**src/hw/rv32i_types_pkg.sv**
```systemverilog
`default_nettype none

package rv32i_types_pkg;

    typedef logic [31:0] word_t;    // Data word.
    typedef logic [4:0]  reg_idx_t; // Register index.

    // ########################################################################
    // Operation kinds issued to the back end
    // ########################################################################

    typedef enum logic [2:0] {
        op_addi,
        op_lui,
        op_jal,
        op_load,
        op_store
    } op_e;

    // Store widths reuse lb_mem, lh_mem and lw_mem.
    typedef enum logic [2:0] {
        lb_mem,
        lbu_mem,
        lh_mem,
        lhu_mem,
        lw_mem
    } load_op_e;

    // Write-back result source.
    typedef enum logic [3:0] {
        alu_out_wb,
        u_imm_wb,
        pc_plus4_wb,
        lb_wb,
        lbu_wb,
        lh_wb,
        lhu_wb,
        lw_wb
    } wb_sel_e;

endpackage

`default_nettype wire

```
**src/hw/regfile.sv**
```systemverilog
`timescale 1ns/1ps
`default_nettype none

module regfile
    import rv32i_types_pkg::*;
(
    input  logic     clk,
    input  logic     rst,
    input  reg_idx_t rs1_s,
    input  reg_idx_t rs2_s,
    input  reg_idx_t rd_s,
    input  logic     rd_we,
    input  word_t    rd_v,
    output word_t    rs1_v,
    output word_t    rs2_v
);

    word_t regs [1:31]; // x0 is not stored.

    always_ff @(posedge clk) begin
        if (rst) begin
            for (int i = 1; i < 32; i++) begin
                regs[i] <= '0;
            end
        end else if (rd_we && (rd_s != '0)) begin
            regs[rd_s] <= rd_v;
        end
    end

    // Old contents on a same-cycle write.
    assign rs1_v = (rs1_s == '0) ? '0 : regs[rs1_s];
    assign rs2_v = (rs2_s == '0) ? '0 : regs[rs2_s];

endmodule

`default_nettype wire

```
**config.mk**
```make
export PLATFORM = sky130hd
export DESIGN_NAME = regfile
export DESIGN_NICKNAME = d
export VERILOG_FILES = /design/src/hw/rv32i_types_pkg.sv /design/src/hw/regfile.sv
export SDC_FILE = /design/constraint.sdc
export NUM_CORES = 2
export LEC_CHECK = 0
export BUFFER_PORTS_ARGS = -buffer_cell sky130_fd_sc_hd__buf_2
export CORE_MARGIN = 5
export CORE_UTILIZATION = 37
export DETAILED_ROUTE_END_ITERATION = 8
export GPL_ROUTABILITY_DRIVEN = 0
export PLACE_DENSITY_LB_ADDON = 0.12
export SLEW_MARGIN = 20
export SYNTH_ARGS = -nofsm -noshare
export SYNTH_HDL_FRONTEND = slang
export SYNTH_SLANG_ARGS = --single-unit
export TNS_END_PERCENT = 30
```
**constraint.sdc**
```tcl
create_clock -name clk -period 5.34 [get_ports clk]
set_clock_uncertainty 0.1 [all_clocks]
set_input_delay 0.267 -clock clk [delete_from_list [all_inputs] [get_ports clk]]
set_output_delay 0.267 -clock clk [all_outputs]
set_load 0.05 [all_outputs]
```
==> results.sh <==
export IMPL_status="completed"
export IMPL_worst_setup_path_type="primary input to primary output"
export IMPL_cts_resized_gates=0
export IMPL_synth_flop_cell="edfxtp_1"
export IMPL_synth_area_leaders="edfxtp_1 (56%), mux4_2 (15%), and2_1 (11%)"
export IMPL_dieArea_um2=155000
export IMPL_final_cell_mix="edfxtp_1 (1,024), and2_1 (992), mux4_2 (356)"
export IMPL_ios=114
export IMPL_numClockSinks=1024
export IMPL_rsz0062_at_grt="false"
export IMPL_syn_inst=3765
export IMPL_tightestPinTransition_ns=1.15
export IMPL_netlist_cell_type_count=44
export IMPL_p_seq_share_pct=47.8
export IMPL_worstPathRequired_ns=4.97
export IMPL_area_growth_pct=12.4
export IMPL_synth_top_family_by_area="multiplexers"
export IMPL_ctsHoldBuffers=15
export IMPL_vias=34510
export IMPL_ys_seq_elements=1024
export IMPL_setup_violations=0
export IMPL_cts_tree="built"
export IMPL_grt_usage_pct=24.6
export IMPL_overflow=0
export IMPL_p_sw_mw=5.30
export IMPL_postCtsSetupRepairBufs=0
export IMPL_reg_top3="regs (1024)"
export IMPL_hold_violations=0
export IMPL_htreeDepth=3
export IMPL_drv_slew=0
export IMPL_first_pass_iters=5
export IMPL_p_leak_nw=21.5
export IMPL_ant_nets=0
export IMPL_powerDensity_nw_per_um2=325
export IMPL_synth_compound_area_share_pct=5.39
export IMPL_p_clk_share_pct=39.2
export IMPL_synth_top_cell_by_area="edfxtp_1"
export IMPL_initial_core_util_pct=37.1
export IMPL_drc=0
export IMPL_grt_max_degree=74
export IMPL_async_reset_ff_share_pct=0
export IMPL_nets=3847
export IMPL_antenna_found_initial=16
export IMPL_hp_class="primary input to flip-flop"
export IMPL_final_common_cell="edfxtp_1"
export IMPL_fin_crit_ns=4.09
export IMPL_avgSynthCellArea_um2=14.5
export IMPL_ir_drop_mv=0.261
export IMPL_grt_pass1_vias=34408
export IMPL_maxCapViolCount=0
export IMPL_drt_iter0_markers=3530
export IMPL_synth_mux_area_share_pct=21.3
export IMPL_die_y_um=394
export IMPL_numCtsBuffers=117
export IMPL_portBuffers=113
export IMPL_cp_max_fo=45
export IMPL_core_area_um2=147000
export IMPL_fin_crit_sh_pct=76.6
export IMPL_fmax_mhz=244
export IMPL_min_delay_start="rd_v[18]"
export IMPL_viasPerCell=5.92
export IMPL_cp_end_kind="primary output"
export IMPL_p_sw_share_pct=26.5
export IMPL_arrival_ns=3.73
export IMPL_wl_per_cell_um=33.6
export IMPL_tns_ns=0
export IMPL_num_rows=141
export IMPL_cts_buffer_depth=3
export IMPL_syn_area_um2=54600
export IMPL_cts_root_buf="clkbuf_16"
export IMPL_drive_above_1_share_pct=23.2
export IMPL_synth_adder_area_share_pct=0
export IMPL_synth_top_area_share_pct=56.3
export IMPL_grt_pass1_wl_um=274000
export IMPL_synthSimpleGateAreaFrac_pct=13.7
export IMPL_synth_xor_area_share_pct=0
export IMPL_synth_edff_count=1024
export IMPL_seq_area_frac_synth_pct=56.3
export IMPL_largest_reg_flops=1024
export IMPL_holdPathEnd="regs[0][18]"
export IMPL_die_w_um=394
export IMPL_dpl_hpwl_um=124000
export IMPL_largest_register="regs"
export IMPL_pwr_share_comb_pct=13.0
export IMPL_clk_pin_slew_ns=0.06
export IMPL_p_int_mw=14.7
export IMPL_startpoint_type="primary input"
export IMPL_fin_util_pct=41.7
export IMPL_drt_wl_total_um=196000
export IMPL_relSlewSlack_pct=21.2
export IMPL_synth_warning_count=0
export IMPL_hold_path_cell_count=1
## power groups by stage
stage / clock network [mW] / logic [mW] / registers [mW]
CTS: 7.94 / 2.61 / 9.54
global placement: 0 / 2.59 / 9.70
finish: 7.82 / 2.60 / 9.55
detailed placement: 0 / 2.59 / 9.70
global route: 8.25 / 2.71 / 9.59
floorplan: 0 / 1.66 / 9.58
## layout make-up
class / instances / area, um^2
inverters: 1 / 3.75
fillers: 13269 / 85900
clock inverters: 76 / 569
repair buffers: 289 / 2130
diodes: 11 / 27.5
flip-flops and latches: 1024 / 30700
multi-input cells: 2364 / 22500
well taps: 1930 / 2410
clock buffers: 135 / 3040
## how the worst max path moves through the flow
stage	startpoint	to
final	rs2_s[0]	rs2_v[31]
after global routing	rs2_s[0]	rs2_v[31]
after CTS	rs2_s[0]	rs2_v[31]
after detailed placement	rs2_s[0]	rs2_v[31]
after global placement	rs2_s[0]	rs2_v[31]
after floorplan	rs2_s[0]	rs2_v[30]
## cells by family after synthesis
family	after synthesis
AOI/OAI and AO/OA	407
buffers and inverters	408
DFF	1024
muxes	712
other	1
and+or+nand+nor	1213
## synth_stat cells (5+ instances only)
| cell type | number |
|---|---|
| edfxtp_1 | 1024 |
| and2_1 | 995 |
| mux4_2 | 356 |
| mux2i_1 | 322 |
| clkbuf_1 | 302 |
| a22oi_1 | 104 |
| a21oi_1 | 56 |
| buf_2 | 56 |
| nor2b_1 | 56 |
| a22o_1 | 51 |
| o22ai_1 | 51 |
| a211oi_1 | 47 |
| nor2_1 | 37 |
| mux2_2 | 34 |
| nor4_1 | 33 |
| a2111oi_1 | 32 |
| or2_2 | 32 |
| nor3_1 | 26 |
| o21ai_0 | 26 |
| a2111oi_0 | 23 |
| buf_4 | 21 |
| buf_6 | 19 |
| o21ai_1 | 10 |
| buf_1 | 8 |
| nand2_1 | 6 |
| nand3b_1 | 5 |
## metrics by stage
stage	area, um^2	setup slack (ns)	hold slack, ns	instances	total power, mW
6_report	61400	1.25	0.0307	5830	20.0
5_1_grt	61400	1.23	0.0210	5819	20.6
4_1_cts	61400	1.22	0.000963	5819	20.1
3_5_place_dp	57600	1.22	0.725	5593	12.3
3_3_place_gp	57600	1.19	0.723	5593	12.3
2_1_floorplan	54700	1.38	0.266	3796	11.2
## critical path, cell delays in order
cell	delay (ns)
buf_8	0.45
buf_4	0.48
mux4_2	0.56
a22o_1	0.29
a2111oi_0	0.98
buf_4	0.24
nor3_1	0.10
buf_2	0.26
## routing by layer
| metal | global-route usage (%) | vias to the layer above | wire length, um |
|---|---|---|---|
| met5 | 0 | - | 41 |
| met4 | 6.88 | 6 | 5880 |
| met3 | 4.14 | 254 | 14000 |
| met2 | 38.9 | 1458 | 90400 |
| met1 | 35.3 | 18301 | 85600 |
| li1 | - | 14491 | - |
No activity file was read; power rests on OpenSTA's default activity.
