===== config.mk =====
export PLATFORM = sky130hd
export DESIGN_NAME = wb_stage
export DESIGN_NICKNAME = d
export VERILOG_FILES = /design/src/hw/rv32i_types_pkg.sv /design/src/hw/wb_stage.sv
export SDC_FILE = /design/constraint.sdc
export NUM_CORES = 1
export LEC_CHECK = 0
export BUFFER_PORTS_ARGS = -buffer_cell sky130_fd_sc_hd__buf_2
export CAP_MARGIN = 15
export CORE_UTILIZATION = 43
export DETAILED_ROUTE_END_ITERATION = 16
export GPL_ROUTABILITY_DRIVEN = 1
export MAX_ROUTING_LAYER = met4
export PLACE_DENSITY = 0.87
export SETUP_SLACK_MARGIN = 0.05
export SLEW_MARGIN = 25
export SYNTH_ARGS = -nofsm -noshare
export SYNTH_HDL_FRONTEND = slang
export SYNTH_SLANG_ARGS = --single-unit

===== constraint.sdc =====
create_clock -name vclk -period 3.5
set_input_delay 0.7 -clock vclk [all_inputs]
set_output_delay 0.7 -clock vclk [all_outputs]
set_load 0.1 [all_outputs]

===== src/hw/rv32i_types_pkg.sv =====
`default_nettype none

package rv32i_types_pkg;

    typedef logic [31:0] word_t;    // Data word.
    typedef logic [4:0]  reg_idx_t; // Register index.

    // ########################################################################
    // Operation kinds issued to the back end
    // ########################################################################

    typedef enum logic [2:0] {
        op_addi,
        op_lui,
        op_jal,
        op_load,
        op_store
    } op_e;

    // Store widths reuse lb_mem, lh_mem and lw_mem.
    typedef enum logic [2:0] {
        lb_mem,
        lbu_mem,
        lh_mem,
        lhu_mem,
        lw_mem
    } load_op_e;

    // Write-back result source.
    typedef enum logic [3:0] {
        alu_out_wb,
        u_imm_wb,
        pc_plus4_wb,
        lb_wb,
        lbu_wb,
        lh_wb,
        lhu_wb,
        lw_wb
    } wb_sel_e;

endpackage

`default_nettype wire


===== src/hw/wb_stage.sv =====
`timescale 1ns/1ps
`default_nettype none

module wb_stage
    import rv32i_types_pkg::*;
(
    input  logic       wb_valid_in,
    input  logic       wb_is_store,
    input  logic       move_pipeline,
    input  wb_sel_e    wb_sel,
    input  reg_idx_t   wb_rd_s_in,
    input  word_t      alu_out,
    input  word_t      u_imm,
    input  word_t      pc,
    input  word_t      dmem_rdata,
    input  logic [1:0] mem_addr_lo,
    output logic       rd_we,
    output reg_idx_t   rd_s,
    output word_t      rd_v
);

    logic [7:0]  ld_byte;
    logic [15:0] ld_half;
    word_t       lb_v;
    word_t       lbu_v;
    word_t       lh_v;
    word_t       lhu_v;

    // ########################################################################
    // Load lane extraction
    // ########################################################################

    assign ld_byte = dmem_rdata[8*mem_addr_lo +: 8];
    assign ld_half = dmem_rdata[16*mem_addr_lo[1] +: 16];

    assign lb_v  = {{24{ld_byte[7]}}, ld_byte};
    assign lbu_v = {24'b0, ld_byte};
    assign lh_v  = {{16{ld_half[15]}}, ld_half};
    assign lhu_v = {16'b0, ld_half};

    // ########################################################################
    // Result select
    // ########################################################################

    always_comb begin
        case (wb_sel)
            alu_out_wb:  rd_v = alu_out;
            u_imm_wb:    rd_v = u_imm;
            pc_plus4_wb: rd_v = pc + 32'd4;
            lb_wb:       rd_v = lb_v;
            lbu_wb:      rd_v = lbu_v;
            lh_wb:       rd_v = lh_v;
            lhu_wb:      rd_v = lhu_v;
            lw_wb:       rd_v = dmem_rdata;
            default:     rd_v = '0;
        endcase
    end

    assign rd_s  = wb_is_store ? '0 : wb_rd_s_in; // Stores target x0.
    assign rd_we = wb_valid_in && move_pipeline;

endmodule

`default_nettype wire


==> results <==
- The flow ran to the end, and the final reports show no timing, DRC or antenna violations.
- 180 I/O pins were placed.
- The floorplan has 26 rows.
- The area share of the leading cell type in the synthesized netlist is 0.166.
- The instance area after placement is 3750 um2.
- The area growth from synthesis to layout is 58.8%.
- The congestion estimate from routability-driven global placement came to between 0.9 and 1.
- The netlist uses 55 different library cells.
- From bottom edge to top edge, the die measures 76.2 um.
- Registers take 0 um2.
- The floorplan die width is 76.2 um.
- The post-CTS setup repair buffer count is 0.
- The flip-flop and latch count is 0.
- The final-report max-slew violation count is 0.
- The final antenna-violating net count is 0.
- After the flow finishes, the layout carries non-filler instances totaling 565.
- IR analysis of the VDD net gives a maximum drop of ~0.00017 V.
- The initial antenna violation count was 0.
- At the pin with the least slew margin, the transition time is 0.491 ns.
- STA classifies the critical path startpoint as an input port.
- The overall fraction of global-route tracks in use is 0.379.
- The adder and majority gate portion of the synthesized area is 0.00528.
- The post-synthesis instance area is between 2000 and 2500 um2.
- The post-detailed-route DRC marker count is 0.
- The total nets after synthesis is ~460.
- The critical path crosses 7 cells after its start point.
- The simple-gate area share of the yosys netlist is 0.351.
- The number of placed instances, taps included, is 565.
- The classification of the worst-slack hold path is input port to output pin.
- For this run, global-route usage on met1 was measured as 0.472.
- Clock buffers in the final layout number 0.
- The minimum clock period is around 3.4 ns.
- The most frequent cell after synthesis is mux2_2.
- The share of the clock period used by the worst path is 0.970.
- The antenna cell count is 0.
- The full die area is slightly below 6000 um2.
- Entering global routing, the biggest net connects 28 pins.
- The number of max-cap violations is 0.
- Before antenna repair, the detailed router went through 6 iterations.
- The cell taking the most area after synthesis is mux2_2.
- The initial utilization of the core area, before any placement, comes to 0.455.
- The worst hold path passes through 4 cells.
- The sum of overflow across all layers after global routing is 0.
- The net count of the finished layout is 640.
- Ranked by total cell area, the synthesized netlist is headed by mux2_2, a22oi_1, mux4_2, xnor2_1, nand2_1.
- The leakage power is between 0.0015 and 0.002 uW.
- The routed design has roughly 11000 um of wire.
- The portion of the post-synthesis area used by sequential elements is 0.
- The slowest stage of the critical path is the or4_4 cell.
- The global routing's busiest layer is met2.
- Headroom to the max-slew limit came out at 0.672.
- The total area inside the core boundary comes to roughly 5200 um2.
- By area, the combinational part of the netlist is dominated by simple AND/OR/NAND/NOR gates.
- Final hold analysis gives a worst-case slack of approximately 1.8 ns.
- For this block, the initial DRC count from the detailed router was ~460.
- Hold repair after CTS inserted 0 buffers.
- The final non-filler cell area is 3760 um2.
- The data arrival time of the critical path is about 2.7 ns.
- The kind of cell with the highest combined delay along the critical path is simple AND/OR/NAND/NOR gates.
- The share of the synthesized area in compound gates (AO/OA/AOI/OAI) is 0.290.
- The mux contribution to synthesized area is 0.237.
- On the worst path, the slowest cell contributes a delay of 0.60 ns.
- In this run the tool buffered the top-level ports with 180 buffer cells.
- The required time of the critical path is 2.80 ns.
- Sorting the synthesized cells by how often they occur yields mux2_2, nand2_1, a22oi_1.
- In this run the worst path has a maximum fanout of 9.
- The number of global-route vias before repair came to 3533.
- Synthesis produced a netlist whose cell count is 321.
- The met3 capacity usage during global routing is 0.0443.
- Gates resized during post-CTS repair numbered 0.
- The HPWL after detailed placement is 9050 um.
- The share of final-layout standard cells stronger than drive strength 1 is 0.533.
- After detailed routing, the average wire length per cell comes to 19.7 um.
- Fill cells in the final layout number 425.
- Walking the worst path, the cells encountered are buf_2 -> ha_1 -> nand4_4 -> or4_4 -> o311a_1 -> a211o_1 -> buf_2.
- Dividing total power by cell area gives a power density of 203 nW/um2.
- The met2 track demand over resource is 0.640.
- The worst setup path is captured at an output pin.
- The via density per instance is about 6.6.
- Counting stages on the worst path, the most repeated cell is buf_2.
- The count of buffering cells on the critical path with inverters included is 2.
- The area share of xor/xnor cells in the synthesized design is 0.0591.
- Averaged over all synthesized cells, the footprint is 7.38 um2.
- The kind of critical path is input port to output pin.
- The number of failing hold endpoints at the final stage came to 0.
- For this run, the share of the core covered by cells in the final layout is 0.723.
- Static timing analysis puts the maximum clock frequency at 295 MHz.
- Detailed routing inserted a total of between 3k and 4k vias.
- Setup repair after global routing left no endpoint under its margin.
- The wire length of the first global-routing pass is 17400 um.
- For this run, the number of Yosys warnings is 0.
- Setup violations remaining at the end of the flow were counted as 0.
worst paths after layout:
kind	slack (ns)	end	from
hold / removal	1.85	rd_v[6]	dmem_rdata[6]
setup / recovery	0.11	rd_v[26]	pc[2]
placed cells by master, fill, tap and decap left out, types with 2 or more instances in the layout:
cell,synthesis,final
o311a_1,2,2
nand2b_1,3,2
o2111ai_1,5,4
o211ai_1,15,15
a21oi_1,10,9
mux4_2,7,7
nor2b_1,7,7
or3b_2,6,6
a22o_1,4,4
and3_1,3,3
a22oi_1,21,21
and2_1,3,3
nand3_1,18,18
inv_1,2,2
nor4_2,0,2
nand4b_1,2,2
or4_4,2,2
o21a_1,2,2
mux2_2,35,34
buf_12,0,21
nor4_1,14,12
nor3_1,7,6
a222oi_1,5,5
buf_2,4,158
nand4_1,13,13
buf_4,1,21
nor2_1,12,11
a221oi_1,4,4
or3_1,7,7
xnor2_1,16,16
a32o_1,2,2
a211o_1,2,2
o211a_1,4,4
nand2_1,31,31
or4_1,2,2
clkbuf_4,0,2
o21ai_0,7,7
a32oi_1,2,2
where the power goes:
part / internal [uW] / switching (uW) / total [uW] / leakage (uW)
registers: 0 / 0 / 0 / 0
clock network: 0 / 0 / 0 / 0
logic: 268 / 495 / 763 / 0.00164
layer usage:
metal  part of all wire  routed length (um)  vias up
met5                  0                   0        -
met4              0.031                 343        0
met3               0.10                1140       38
met2               0.48                5340      287
met1               0.39                4320     1742
li1                   -                   -     1659
final cells by class:
| class | count | area (um2) | share of cell area |
|---|---|---|---|
| timing repair buffer | 202 | 1380 | 0.368 |
| tap | 70 | 87.6 | 0.0233 |
| inverter | 2 | 7.51 | 0.00200 |
| multi-input combinational | 291 | 2280 | 0.607 |
through the flow:
step	setup TNS (ns)	total power, uW	setup WS (ns)
2_1_floorplan	-4.76	477	-0.385
3_3_place_gp	0	746	0.0984
3_5_place_dp	0	751	0.115
4_1_cts	0	753	0.109
5_1_grt	0	790	0.0521
6_report	0	763	0.106
logic make-up (layout without fill, tap and decap cells):
family                   after synthesis  in the layout
XOR/XNOR                              16             16
multiplexers                          43             43
buffers and inverters                 30            204
AO/OA/AOI/OAI                         90             90
AND/OR/NAND/NOR                      141            141
adder cells (fa/ha/maj)                1              1
Power figures use the tool's default switching activity.
