`src/hw/rv32i_types_pkg.sv`:
```
`default_nettype none

package rv32i_types_pkg;

    typedef logic [31:0] word_t;    // Data word.
    typedef logic [4:0]  reg_idx_t; // Register index.

    // ########################################################################
    // Operation kinds issued to the back end
    // ########################################################################

    typedef enum logic [2:0] {
        op_addi,
        op_lui,
        op_jal,
        op_load,
        op_store
    } op_e;

    // Store widths reuse lb_mem, lh_mem and lw_mem.
    typedef enum logic [2:0] {
        lb_mem,
        lbu_mem,
        lh_mem,
        lhu_mem,
        lw_mem
    } load_op_e;

    // Write-back result source.
    typedef enum logic [3:0] {
        alu_out_wb,
        u_imm_wb,
        pc_plus4_wb,
        lb_wb,
        lbu_wb,
        lh_wb,
        lhu_wb,
        lw_wb
    } wb_sel_e;

endpackage

`default_nettype wire

```
`src/hw/mem_bus_pkg.sv`:
```
`default_nettype none

package mem_bus_pkg;

    // Default word-address width, 256 words.
    localparam int unsigned DEF_ADDR_W = 8;

    typedef logic [DEF_ADDR_W-1:0] addr_t;      // Word address.
    typedef logic [3:0]            byte_mask_t; // One bit per lane.

    // ########################################################################
    // Arbiter ownership of the RAM
    // ########################################################################

    typedef enum logic [1:0] {
        arb_idle,
        arb_core,
        arb_host
    } arb_state_e;

endpackage

`default_nettype wire

```
`src/hw/mem_arbiter.sv`:
```
`timescale 1ns/1ps
`default_nettype none

module mem_arbiter
    import rv32i_types_pkg::*;
    import mem_bus_pkg::*;
#(
    parameter int unsigned ADDR_W = $bits(addr_t)
) (
    input  logic              clk,
    input  logic              rst,
    input  logic              core_req,
    input  logic              core_we,
    input  logic [ADDR_W-1:0] core_addr,
    input  word_t             core_wdata,
    input  byte_mask_t        core_wmask,
    output logic              core_resp,
    input  logic              host_req,
    input  logic              host_we,
    input  logic [ADDR_W-1:0] host_addr,
    input  word_t             host_wdata,
    input  byte_mask_t        host_wmask,
    output logic              host_resp,
    output logic              ram_en,
    output logic              ram_we,
    output logic [ADDR_W-1:0] ram_addr,
    output word_t             ram_wdata,
    output byte_mask_t        ram_wmask,
    input  logic              ram_resp
);

    arb_state_e state_q;
    arb_state_e state_d;

    always_ff @(posedge clk) begin
        if (rst) begin
            state_q <= arb_idle;
        end else begin
            state_q <= state_d;
        end
    end

    always_comb begin
        state_d   = state_q;
        ram_en    = 1'b0;
        core_resp = 1'b0;
        host_resp = 1'b0;
        case (state_q)
            arb_idle: begin
                if (core_req) begin // Core wins a tie.
                    ram_en  = 1'b1;
                    state_d = arb_core;
                end else if (host_req) begin
                    ram_en  = 1'b1;
                    state_d = arb_host;
                end
            end
            arb_core: begin
                core_resp = ram_resp;
                if (ram_resp) begin
                    state_d = arb_idle;
                end
            end
            arb_host: begin
                host_resp = ram_resp;
                if (ram_resp) begin
                    state_d = arb_idle;
                end
            end
            default: state_d = arb_idle;
        endcase
    end

    // Only sampled with ram_en, which is raised in idle.
    assign ram_we    = core_req ? core_we    : host_we;
    assign ram_addr  = core_req ? core_addr  : host_addr;
    assign ram_wdata = core_req ? core_wdata : host_wdata;
    assign ram_wmask = core_req ? core_wmask : host_wmask;

endmodule

`default_nettype wire

```
`config.mk`:
```
export PLATFORM = sky130hd
export DESIGN_NAME = mem_arbiter
export DESIGN_NICKNAME = d
export VERILOG_FILES = /design/src/hw/rv32i_types_pkg.sv /design/src/hw/mem_bus_pkg.sv /design/src/hw/mem_arbiter.sv
export SDC_FILE = /design/constraint.sdc
export NUM_CORES = 1
export LEC_CHECK = 0
export ABC_CLOCK_PERIOD_IN_PS = 1100
export BUFFER_PORTS_ARGS = -buffer_cell sky130_fd_sc_hd__buf_2
export CAP_MARGIN = 20
export CORE_MARGIN = 2
export CORE_UTILIZATION = 24
export CTS_CLUSTER_DIAMETER = 150
export DETAILED_ROUTE_END_ITERATION = 16
export PLACE_DENSITY = 0.78
export SYNTH_ARGS = -nofsm -noshare
export SYNTH_HDL_FRONTEND = slang
export SYNTH_SLANG_ARGS = --single-unit
```
`constraint.sdc`:
```
create_clock -name clk -period 1.1 [get_ports clk]
set_clock_uncertainty 0.15 [all_clocks]
set_input_delay 0.22 -clock clk [delete_from_list [all_inputs] [get_ports clk]]
set_output_delay 0.22 -clock clk [all_outputs]
set_load 0.01 [all_outputs]
```
==> flow_summary.yaml <==
place:
  dp_hpwl_um: 2710
  place_ws_ns: -0.336
  gp_congestion: 0.797
  port_buffers: 142
yosys:
  synth_area_um2: 772
  ys_seq_elements: 2
  post_synth.cell_area_avg_um2: 11.4
  yosysWarnings: 0
  syn_nets: 166
  syn_inst: 68
  synth-seq-area-share: 0.0519
  ys_types: 14
die:
  io_pins: 143
  row_count: 20
  dieArea_mm2: 0.00369
  die_w_um: 60.7
  initial_core_util: 0.253
  core_area_mm2: 0.00305
  dieHeight_um: 60.7
sta:
  holdWs_ns: 0.0333
  fin_ws_ns: -0.306
  min_period_over_period: 1.28
  final-max-slew-violation-count: 0
  fmax_mhz: 711
  finalHoldViolations: 0
  setup_viol: 50
  min_period_ns: 1.41
  worst_pin_slew_ns: 0.138
  rsz0062_at_grt: "true"
  slew_headroom: 0.908
critical_path:
  arrival_ns: 1.04
  crit_required_ns: 0.73
  end_kind: "output port"
  r2r-start: "state_q[1]"
  r2r-end: "state_q[0]"
  r2r_cells: 5
  rrSetupSlack_ns: -0.16
  critPathCapture: "core_resp"
  critical_path_peak_fanout: 3
  setup.worst_path.start: "state_q[1]"
  startpoint_type: "flop"
  path_class: "flop to output port"
grt:
  grt_max_degree: 12
  antenna_found_initial: 0
  grt.total_usage: 0.193
  grt_pass1_wl_um: 5330
  grt-ovfl-total: 0
  grt_pass1_vias: 1227
routing:
  drc: 0
  drt_pass1_iterations: 4
  viasPerCell: 4.47
  wl_um: 4130
  num_vias: 1179
  wire_per_inst_um: 15.7
  postRouteAntennaNets: 0
  drt_iter0_markers: 18
power:
  swShare: 0.320
  pwr_density_cell_mw_per_mm2: 593
  pwr-share-comb: 0.809
  p_switching_uw: 427
  ir_drop_v: 0.000456
  p_int_uw: 907
  sequentialPowerShare: 0.072
  leakagePower_uw: 0.00125
  clkPwrFrac: 0.119
cts:
  path_clk_slew_ns: 0.03
  cts.sinks: 2
  clock_latency_ns: 0.22
  cts_root_buf: "clkbuf_4"
  clockBufferDepth: 2
  h-tree-depth: 1
  cts_buffers: 3
  cts_tree: "built"
run:
  cap_violations: 0
layout:
  top_regs: "state_q (2)"
  nNetsFinal: 320
  area_delta_synth_final_pct: 191
  nFillCells: 210
  largest_reg_flops: 2
  diodes: 0
  regMostFlops: "state_q"
  drive_above_1_share: 0.977
hold_path:
  hold_path.class: "input port to flop"
outcome:
  violations: "setup timing"
  status: "finished, violations left"
==> timing repair <==
item                                   4_1_cts  5_1_grt
gates resized for setup                     89        9
gates cloned                                 5        1
setup endpoints to repair                   50       50
hold buffers                                 0        0
pin swaps                                    6        2
endpoints found under the hold margin        0        0
setup buffers                                3        0
==> cells in the mapped netlist, drive strengths merged <==
master   n  area (um2)
mux2    45         574
dfxtp    2        40.0
nand3    1        5.00
nand2b   3        18.8
inv      2        7.51
a211oi   1        7.51
ha       3        37.5
o21a     1        7.51
and2     2        12.5
buf      5        43.8
a21o     1        7.51
a21oi    2        10.0
==> power by group through the flow <==
stage	clock [uW]	sequential (uW)	combinational, uW
5_1_grt	179	97.5	1140
2_1_floorplan	0	88.6	384
3_5_place_dp	0	89.6	699
6_report	158	96.1	1080
3_3_place_gp	0	89.6	689
4_1_cts	163	94.7	1030
==> worst min-delay path by stage <==
| stage | startpoint | to | slack [ns] | cells past startpoint |
|---|---|---|---|---|
| 4_1_cts | rst | state_q[0] | 0.02 | 2 |
| 3_3_place_gp | rst | state_q[0] | 0.24 | 2 |
| 5_1_grt | rst | state_q[0] | 0.03 | 2 |
| 6_report | rst | state_q[0] | 0.03 | 2 |
| 2_1_floorplan | rst | state_q[0] | 0.13 | 1 |
| 3_5_place_dp | rst | state_q[0] | 0.25 | 2 |
==> per-layer routing <==
metal | wire length, um | global-route usage | up-vias
met1 | 1430 | 0.207 | 532
met2 | 2270 | 0.401 | 89
met4 | 0 | 0.0155 | 0
met3 | 438 | 0.0341 | 0
met5 | 0 | 0 | -
li1 | - | - | 558
==> cells in the final DEF, fill, tap and decap left out <==
| cell type | netlist | final |
|---|---|---|
| buf_16 | 0 | 6 |
| a211oi_2 | 0 | 1 |
| nand2b_1 | 3 | 2 |
| a21o_1 | 1 | 1 |
| mux2_4 | 18 | 45 |
| clkbuf_4 | 0 | 3 |
| a21oi_4 | 0 | 1 |
| a21oi_2 | 0 | 1 |
| o21a_1 | 1 | 1 |
| nand3_1 | 1 | 1 |
| buf_6 | 3 | 47 |
| dfxtp_4 | 0 | 2 |
| and2_4 | 0 | 2 |
| ha_4 | 0 | 3 |
| buf_4 | 0 | 4 |
| inv_4 | 0 | 2 |
| clkbuf_16 | 0 | 1 |
| buf_2 | 2 | 94 |
| buf_12 | 0 | 2 |
| nand2b_4 | 0 | 1 |
==> worst max-delay path, stage by stage, from the launching register on <==
cell     delay, ns
dfxtp_4       0.37
inv_4         0.05
ha_4          0.15
and2_4        0.13
buf_6         0.11
==> through the flow <==
stage	power (uW)	cell area [um2]	setup TNS, ns	instances	util
3_3_place_gp	778	1560	-13.50	252	0.512
4_1_cts	1280	2180	-10.61	263	0.714
3_5_place_dp	789	1560	-13.94	252	0.512
2_1_floorplan	473	821	-1.08	68	-
5_1_grt	1420	2250	-11.46	264	0.737
6_report	1330	2250	-10.56	264	0.737
==> area by class of cell <==
class | instances | area (um2) | area share
inverters | 2 | 12.5 | 0.00556
multi-input cells | 59 | 852 | 0.379
flip-flops and latches | 2 | 47.5 | 0.0211
repair buffers | 154 | 1260 | 0.560
well taps | 44 | 55.1 | 0.0245
clock buffers | 3 | 22.5 | 0.0100
==> logic make-up (layout without fill, tap and decap cells) <==
group,count (synthesis),after routing,synth area share
mux,45,45,0.744
simple gates,6,6,0.0470
fa+ha+maj,3,3,0.0486
buf+inv,7,159,0.0665
flops,2,2,0.0519
compound gates,5,5,0.0422
Power figures use the tool's default switching activity.
