<file path="config.mk">
export PLATFORM = sky130hd
export DESIGN_NAME = mem_stage
export DESIGN_NICKNAME = d
export VERILOG_FILES = /design/src/hw/rv32i_types_pkg.sv /design/src/hw/mem_bus_pkg.sv /design/src/hw/mem_stage.sv
export SDC_FILE = /design/constraint.sdc
export NUM_CORES = 1
export LEC_CHECK = 0
export BUFFER_PORTS_ARGS = -buffer_cell sky130_fd_sc_hd__buf_2
export CAP_MARGIN = 20
export CORE_ASPECT_RATIO = 1.1
export CORE_MARGIN = 10
export CORE_UTILIZATION = 51
export DETAILED_ROUTE_END_ITERATION = 12
export PLACE_DENSITY = 0.91
export SYNTH_ARGS = -nofsm -noshare
export SYNTH_HDL_FRONTEND = slang
export SYNTH_SLANG_ARGS = --single-unit
</file>
<file path="constraint.sdc">
create_clock -name clk -period 3.87 [get_ports clk]
set_input_delay 0.5805 -clock clk [delete_from_list [all_inputs] [get_ports clk]]
set_output_delay 0.5805 -clock clk [all_outputs]
set_load 0.1 [all_outputs]
</file>
<file path="src/hw/rv32i_types_pkg.sv">
`default_nettype none

package rv32i_types_pkg;

    typedef logic [31:0] word_t;    // Data word.
    typedef logic [4:0]  reg_idx_t; // Register index.

    // ########################################################################
    // Operation kinds issued to the back end
    // ########################################################################

    typedef enum logic [2:0] {
        op_addi,
        op_lui,
        op_jal,
        op_load,
        op_store
    } op_e;

    // Store widths reuse lb_mem, lh_mem and lw_mem.
    typedef enum logic [2:0] {
        lb_mem,
        lbu_mem,
        lh_mem,
        lhu_mem,
        lw_mem
    } load_op_e;

    // Write-back result source.
    typedef enum logic [3:0] {
        alu_out_wb,
        u_imm_wb,
        pc_plus4_wb,
        lb_wb,
        lbu_wb,
        lh_wb,
        lhu_wb,
        lw_wb
    } wb_sel_e;

endpackage

`default_nettype wire

</file>
<file path="src/hw/mem_bus_pkg.sv">
`default_nettype none

package mem_bus_pkg;

    // Default word-address width, 256 words.
    localparam int unsigned DEF_ADDR_W = 8;

    typedef logic [DEF_ADDR_W-1:0] addr_t;      // Word address.
    typedef logic [3:0]            byte_mask_t; // One bit per lane.

    // ########################################################################
    // Arbiter ownership of the RAM
    // ########################################################################

    typedef enum logic [1:0] {
        arb_idle,
        arb_core,
        arb_host
    } arb_state_e;

endpackage

`default_nettype wire

</file>
<file path="src/hw/mem_stage.sv">
`timescale 1ns/1ps
`default_nettype none

module mem_stage
    import rv32i_types_pkg::*;
    import mem_bus_pkg::*;
#(
    parameter int unsigned ADDR_W = $bits(addr_t)
) (
    input  logic              clk,
    input  logic              rst,
    input  logic              op_valid,
    input  op_e               op_kind,
    input  load_op_e          op_width,
    input  reg_idx_t          op_rd,
    input  reg_idx_t          op_rs1,
    input  reg_idx_t          op_rs2,
    input  word_t             op_imm,
    input  word_t             op_pc,
    output reg_idx_t          rs1_s,
    output reg_idx_t          rs2_s,
    input  word_t             rs1_v,
    input  word_t             rs2_v,
    output logic              core_req,
    output logic              core_we,
    output logic [ADDR_W-1:0] core_addr,
    output word_t             core_wdata,
    output byte_mask_t        core_wmask,
    input  logic              core_resp,
    output logic              busy,
    output logic              move_pipeline,
    output logic              wb_valid_in,
    output logic              wb_is_store,
    output wb_sel_e           wb_sel,
    output reg_idx_t          wb_rd_s_in,
    output word_t             alu_out,
    output word_t             u_imm,
    output word_t             pc,
    output logic [1:0]        mem_addr_lo
);

    word_t      sum;
    logic       is_mem;
    logic       is_mem_q;
    logic       req_q;
    word_t      st_data;
    byte_mask_t st_mask;
    wb_sel_e    sel;

    assign rs1_s  = op_rs1;
    assign rs2_s  = op_rs2;
    assign sum    = rs1_v + op_imm; // ADDI result and byte address.
    assign is_mem = (op_kind == op_load) || (op_kind == op_store);

    // ########################################################################
    // Store lanes and result select
    // ########################################################################

    always_comb begin
        case (op_width)
            lb_mem, lbu_mem: begin
                st_data = {4{rs2_v[7:0]}};
                st_mask = byte_mask_t'(4'b0001 << sum[1:0]);
            end
            lh_mem, lhu_mem: begin
                st_data = {2{rs2_v[15:0]}};
                st_mask = byte_mask_t'(4'b0011 << {sum[1], 1'b0});
            end
            default: begin
                st_data = rs2_v;
                st_mask = 4'b1111;
            end
        endcase
    end

    always_comb begin
        case (op_kind)
            op_lui:  sel = u_imm_wb;
            op_jal:  sel = pc_plus4_wb;
            op_load: begin
                case (op_width)
                    lb_mem:  sel = lb_wb;
                    lbu_mem: sel = lbu_wb;
                    lh_mem:  sel = lh_wb;
                    lhu_mem: sel = lhu_wb;
                    default: sel = lw_wb;
                endcase
            end
            default: sel = alu_out_wb; // ADDI, and stores write nothing.
        endcase
    end

    // ########################################################################
    // mem_wb register and request level
    // ########################################################################

    always_ff @(posedge clk) begin
        if (rst) begin
            wb_valid_in <= 1'b0;
            req_q       <= 1'b0;
        end else begin
            if (op_valid) begin
                wb_valid_in <= 1'b1;
            end else if (move_pipeline) begin
                wb_valid_in <= 1'b0;
            end
            if (op_valid && is_mem) begin
                req_q <= 1'b1;
            end else if (core_resp) begin
                req_q <= 1'b0;
            end
        end
    end

    always_ff @(posedge clk) begin
        if (op_valid) begin
            is_mem_q    <= is_mem;
            wb_is_store <= (op_kind == op_store);
            wb_sel      <= sel;
            wb_rd_s_in  <= op_rd;
            alu_out     <= sum;
            u_imm       <= op_imm;
            pc          <= op_pc;
            mem_addr_lo <= sum[1:0];
            core_we     <= (op_kind == op_store);
            core_addr   <= sum[ADDR_W+1:2];
            core_wdata  <= st_data;
            core_wmask  <= st_mask;
        end
    end

    assign core_req      = req_q;
    assign busy          = req_q; // Holds the issuer until the response.
    assign move_pipeline = wb_valid_in && (!is_mem_q || core_resp);

endmodule

`default_nettype wire

</file>
==> impl_metrics.py, run 1 <==
metrics = {
    "run_status": {
        "status": "finished, final reports clean",
    },
    "die": {
        "core_region_area_mm2": 0.0131,
        "start_util": 0.518,
        "dieWidth_um": 130,
        "dieHeight_um": 141,
        "die_area_mm2": 0.0183,
        "io_pins": 320,
        "fp-row-count": 44,
    },
    "hold_path": {
        "holdCritPathClass": "input pin to flip-flop",
    },
    "logic_synthesis": {
        "ys_warn_count": 0,
        "syn_nets": 673,
        "syn-cell-area_mm2": 0.00679,
        "ys_ff_latch": 144,
        "postSynthCellCount": 488,
        "synth_area_leaders": "edfxtp_1, ha_1, mux2_2",
        "synth_top_cell_area_share": 0.628,
        "ys_types": 63,
        "synth-main-ff-cell": "edfxtp_1",
        "ys_async_sr_fraction": 0,
        "yosys.area.top_type": "edfxtp_1",
        "avgSynthCellArea_um2": 13.9,
        "synth_edf_count": 142,
        "ys_seq_area_frac": 0.634,
    },
    "placed_design": {
        "hpwlAfterDp_mm": 16.0,
        "dp_cells": 911,
        "port_buffers": 298,
        "gp_congestion": 0.853,
    },
    "setup_path": {
        "cp_cell_sequence": "buf_2, ha_1, inv_1, fa_1, and2b_1, o211ai_1, a31oi_1, a41oi_1, nor4_1, or2_1, o311ai_2",
        "required_ns": 4.03,
        "crit_fanout": 3,
        "critical_path_class": "input pin to flip-flop",
        "cp-start-kind": "input pin",
        "slowest_delay_ns": 0.40,
        "cp_slowest_cell": "fa_1",
        "worstPathArrival_ns": 2.99,
        "crit_path_end_kind": "flip-flop",
    },
    "drt": {
        "vias": 5109,
        "drt_first_pass_iters": 5,
        "routed_via_density": 5.39,
        "final_antenna_net_count": 0,
        "drc": 0,
        "wl_mm": 20.5,
        "routedWlPerCell_um": 21.6,
        "first_iter_violations": 415,
    },
    "cts": {
        "cts_hold_buf": 0,
        "numClockSinks": 144,
        "tritoncts": "done",
        "cts_buffers": 17,
        "root_buffer": "clkbuf_16",
        "cts.path.max_buffers": 2,
        "cts-resized-gates": 0,
        "post_cts.repair.setup_buffers": 0,
        "insertion_delay_ns": 0.42,
        "clk_pin_slew_ns": 0.06,
        "cts_max_level": 4,
    },
    "timing": {
        "drv_slew": 0,
        "fmax_mhz": 353,
        "fin_crit_ns": 2.83,
        "finalSetupViolCount": 0,
        "tns_ns": 0,
        "rsz0062_at_grt": "false",
        "fin_crit_sh": 0.732,
        "hold_viol": 0,
        "max_slew_margin": 0.467,
        "worst_pin_slew_ns": 0.800,
        "finClkSkew_ns": 0.0000784,
    },
    "grt": {
        "gr-usage-all-layers": 0.215,
        "antenna_found_initial": 8,
        "overflow": 0,
        "grt_pass1_vias": 5270,
        "grt_pass1_wl_mm": 29.8,
        "grt_max_degree": 84,
    },
    "layout": {
        "fillCellCount": 951,
        "area_delta_synth_final_pct": 29.9,
        "final_cells": 948,
        "final_common_cell": "buf_2",
        "drive_gt1_frac": 0.459,
        "nets": 954,
        "mostFrequentLayoutCells": "buf_2, edfxtp_1, nand2_1",
    },
    "power_and_ir_drop": {
        "ir_worst_vdd_uv": 281,
        "p_leak_nw": 3.91,
        "powerDensity_mw_per_mm2": 618,
    },
    "job": {
        "max-cap-violations": 0,
    },
}
[sequential cells by signal, indices dropped and copies added (netlist names), 3 cells and up]
register,flops
core_wdata,32
pc,32
u_imm,32
alu_out,25
core_addr,7
wb_rd_s_in,5
core_wmask,4
wb_sel,3
[path summary, 6_finish.rpt]
kind | start | endpoint | slack (ns) | cells after the start
setup / recovery | op_imm[0] | alu_out[28]$_DFFE_PP_ | 1.04 | 11
hold / removal | op_pc[7] | pc[7]$_DFFE_PP_ | 0.32 | 1
setup reg to reg | is_mem_q$_DFFE_PP_ | wb_valid_in$_SDFFE_PP0P_ | 3.12 | 2
hold reg to reg | wb_valid_in$_SDFFE_PP0P_ | wb_valid_in$_SDFFE_PP0P_ | 0.56 | 2
[synth_stat cells (3+ instances only)]
| master | n |
|---|---|
| nor2_1 | 19 |
| nor3_1 | 6 |
| nand4_1 | 4 |
| o2111ai_1 | 3 |
| buf_6 | 3 |
| ha_1 | 31 |
| clkbuf_8 | 3 |
| o211ai_1 | 3 |
| nand2_1 | 33 |
| a311oi_1 | 3 |
| a21oi_1 | 29 |
| nand3_1 | 8 |
| xnor2_1 | 16 |
| nor3b_1 | 3 |
| o21ai_0 | 21 |
| xor2_1 | 12 |
| o21a_1 | 4 |
| mux2_2 | 16 |
| and3_1 | 5 |
| o21bai_1 | 5 |
| edfxtp_1 | 142 |
| a21o_1 | 16 |
| inv_1 | 17 |
| a31oi_1 | 4 |
| clkbuf_1 | 6 |
| mux2i_1 | 8 |
| buf_4 | 23 |
[logic make-up after synthesis]
logic type,count (synthesis),synth area share
simple gates,93,0.0665
buf+inv,54,0.0503
other cells,1,0.000552
mux,24,0.0383
flops,144,0.634
xor+xnor,28,0.0361
compound gates,112,0.114
fa+ha+maj,32,0.0601
[critical path, delay by kind of cell]
kind            cells  cell delay (ns)
compound gates      4             0.83
simple gates        3             0.81
buf+inv             2             0.17
fa+ha+maj           2             0.60
[power by group]
part           internal [W]  switching [W]
registers           0.00191      0.0000476
logic              0.000316        0.00160
clock network      0.000904       0.000680
[layout make-up]
type                       count  area (um2)  share of cell area
sequential                   144        4300               0.488
multi-input combinational    290        2140               0.243
timing repair buffer         299        1520               0.172
clock buffer                  17         425              0.0482
tap                          161         201              0.0228
clock inverter                15         148              0.0167
inverter                      17        63.8             0.00724
antenna                        5        12.5             0.00142
[stage by stage]
step / cell area [um2] / power (W) / hold WS, ns / utilization / setup slack (ns)
after floorplan: 6790 / 0.00361 / 0.483 / - / 0.0633
after global placement: 8230 / 0.00387 / 0.521 / 0.628 / 0.765
after detailed placement: 8230 / 0.00390 / 0.535 / 0.628 / 0.638
after CTS: 8800 / 0.00548 / 0.317 / 0.672 / 1.05
after global routing: 8820 / 0.00562 / 0.311 / 0.673 / 0.834
final: 8820 / 0.00545 / 0.324 / 0.673 / 1.04
[routing by layer]
layer  routed length (um)  vias up  GRT usage
met5                   39        -          0
met4                  616        6      0.107
met3                 2240       59     0.0900
met2                10800      263      0.383
met1                 6740     2375      0.207
li1                     -     2406          -
(Power assumes the default switching activity.)
==> run 2, diff against run 1 <==
--- a/config.mk
+++ b/config.mk
@@ -9,9 +9,9 @@
 export CAP_MARGIN = 20
 export CORE_ASPECT_RATIO = 1.1
 export CORE_MARGIN = 10
-export CORE_UTILIZATION = 51
+export CORE_UTILIZATION = 42
 export DETAILED_ROUTE_END_ITERATION = 12
-export PLACE_DENSITY = 0.91
+export PLACE_DENSITY = 0.8
 export SYNTH_ARGS = -nofsm -noshare
 export SYNTH_HDL_FRONTEND = slang
 export SYNTH_SLANG_ARGS = --single-unit
==> constraint.sdc (replaced) <==
create_clock -name clk -period 2.55 [get_ports clk]
set_input_delay 0.3825 -clock clk [delete_from_list [all_inputs] [get_ports clk]]
set_output_delay 0.3825 -clock clk [all_outputs]
set_load 0.1 [all_outputs]
==> run 2 against run 1 <==
Worst hold slack worse by 0.19 ns. Combinational power is 57% higher. Power is 52% higher. Die area is 18% higher. Cell count is 8.6% higher. Largest power group is now combinational cells.
==> impl_metrics.py, run 2 (same netlist as run 1, synthesis figures left out) <==
metrics = {
    "run_status": {
        "status": "finished, final reports clean",
    },
    "hold_path": {
        "holdPathStages": 1,
        "holdCritPathClass": "input pin to flip-flop",
        "hold_path_end": "pc[15]$_DFFE_PP_",
        "min-delay-start": "op_pc[15]",
    },
    "placed_design": {
        "hpwlAfterDp_mm": 16.8,
        "gp_congestion": 0.865,
        "preCtsSetupSlack_ns": -0.308,
        "port_buffers": 298,
        "dp_cells": 994,
        "dpl_cell_area_mm2": 0.00863,
    },
    "layout": {
        "final_common_cell": "buf_2",
        "top_regs": "core_wdata (32), pc (32), u_imm (32)",
        "final_cells": 1030,
        "nets": 998,
        "drive_gt1_frac": 0.492,
        "seq_area_mm2": 0.00430,
        "mostFrequentLayoutCells": "buf_2, edfxtp_1, buf_4",
        "fillCellCount": 1310,
        "fin_area_mm2": 0.00921,
        "multi_input_area_mm2": 0.00217,
        "area_delta_synth_final_pct": 35.6,
    },
    "power_and_ir_drop": {
        "ir_worst_vdd_uv": 439,
        "p_leak_nw": 4.11,
        "powerDensity_mw_per_mm2": 902,
    },
    "timing": {
        "tns_ns": 0,
        "worst_pin_slew_ns": 0.576,
        "drv_slew": 0,
        "fin_crit_ns": 2.41,
        "fin_crit_sh": 0.944,
        "hold_viol": 0,
        "finClkSkew_ns": 0.00318,
        "worst_slack_ns": 0.144,
        "max_slew_margin": 0.618,
        "finalSetupViolCount": 0,
        "fmax_mhz": 416,
        "worst_hold_slack_ns": 0.132,
    },
    "drt": {
        "routed_via_density": 5.07,
        "final_antenna_net_count": 0,
        "wl_mm": 21.1,
        "vias": 5225,
        "first_iter_violations": 291,
        "drc": 0,
        "drt_first_pass_iters": 4,
        "routedWlPerCell_um": 20.5,
    },
    "job": {
        "max-cap-violations": 0,
    },
    "cts": {
        "tritoncts": "done",
        "root_buffer": "clkbuf_16",
        "clk_pin_slew_ns": 0.06,
        "cts_max_level": 4,
        "cts_buffers": 17,
        "insertion_delay_ns": 0.42,
        "post_cts.repair.setup_buffers": 0,
        "cts.path.max_buffers": 2,
        "numClockSinks": 144,
        "cts_hold_buf": 0,
    },
    "die": {
        "dieWidth_um": 141,
        "core_region_area_mm2": 0.0158,
        "start_util": 0.430,
        "dieHeight_um": 153,
        "fp-row-count": 48,
        "die_area_mm2": 0.0217,
        "io_pins": 320,
    },
    "setup_path": {
        "r2r-end": "wb_valid_in$_SDFFE_PP0P_",
        "required_ns": 2.72,
        "critical_path_class": "input pin to flip-flop",
        "worstPathArrival_ns": 2.57,
        "reg2reg_slack_ns": 1.79,
        "r2r_start": "is_mem_q$_DFFE_PP_",
        "crit_fanout": 3,
        "cp-start-kind": "input pin",
        "crit_path_end_kind": "flip-flop",
        "r2r_cells": 2,
    },
    "grt": {
        "top_usage_layer": "met2",
        "overflow": 0,
        "gr-usage-met2": 0.326,
        "grt_pass1_wl_mm": 31.6,
        "grt_max_degree": 55,
        "gr-usage-all-layers": 0.190,
        "grt_pass1_vias": 5522,
        "grt_use_met1": 0.197,
        "antenna_found_initial": 5,
        "grt_use_met3": 0.0824,
    },
}
[run 2: final cells by class]
type / instances / share of cell area
Sequential cell: 144 / 0.467
Multi-Input combinational cell: 290 / 0.235
Timing Repair Buffer: 343 / 0.202
Clock buffer: 17 / 0.0462
Tap cell: 200 / 0.0272
Clock inverter: 15 / 0.0139
Inverter: 17 / 0.00693
Antenna cell: 4 / 0.00109
[run 2: through the flow]
step                       util  total power, W
after CTS                 0.581         0.00837
after detailed placement  0.546         0.00602
final                     0.583         0.00831
after global placement    0.546         0.00599
after global routing      0.583         0.00861
after floorplan               -         0.00548
[run 2: where the power goes]
part	leakage (nW)	switching (W)	internal, W	total (W)
clock	0.256	0.00106	0.00127	0.00233
sequential	1.41	0.0000642	0.00289	0.00295
combinational	2.44	0.00246	0.000556	0.00302
[run 2: worst max path at each step]
stage | startpoint | end | slack [ns] | depth (start not counted)
global route | op_imm[0] | alu_out[26]$_DFFE_PP_ | -0.006 | 11
floorplan | op_imm[0] | alu_out[20]$_DFFE_PP_ | 0.01 | 10
finish | op_imm[0] | alu_out[20]$_DFFE_PP_ | 0.14 | 11
global placement | op_imm[0] | alu_out[28]$_DFFE_PP_ | -0.26 | 11
detailed placement | op_imm[0] | alu_out[28]$_DFFE_PP_ | -0.31 | 11
CTS | op_imm[0] | alu_out[28]$_DFFE_PP_ | 0.1 | 11
[run 2: repair_timing]
action,CTS,global route
hold endpoints to repair,0,0
setup endpoints to repair,0,4
resized for setup,0,3
[run 2: critical path, cell delays in order]
cell and delay (ns):
buf_2 0.09, ha_1 0.16, inv_1 0.05, fa_1 0.41
and2b_1 0.25, o211ai_1 0.13, a31oi_1 0.25, a41oi_2 0.24
o31a_1 0.31, o21ai_0 0.21, xor2_1 0.09
[run 2: routing by layer]
| metal | wire (um) | share of wire |
|---|---|---|
| met1 | 7650 | 0.36 |
| met2 | 10900 | 0.52 |
| met3 | 2170 | 0.10 |
| met4 | 366 | 0.017 |
| met5 | 11 | 0.00052 |
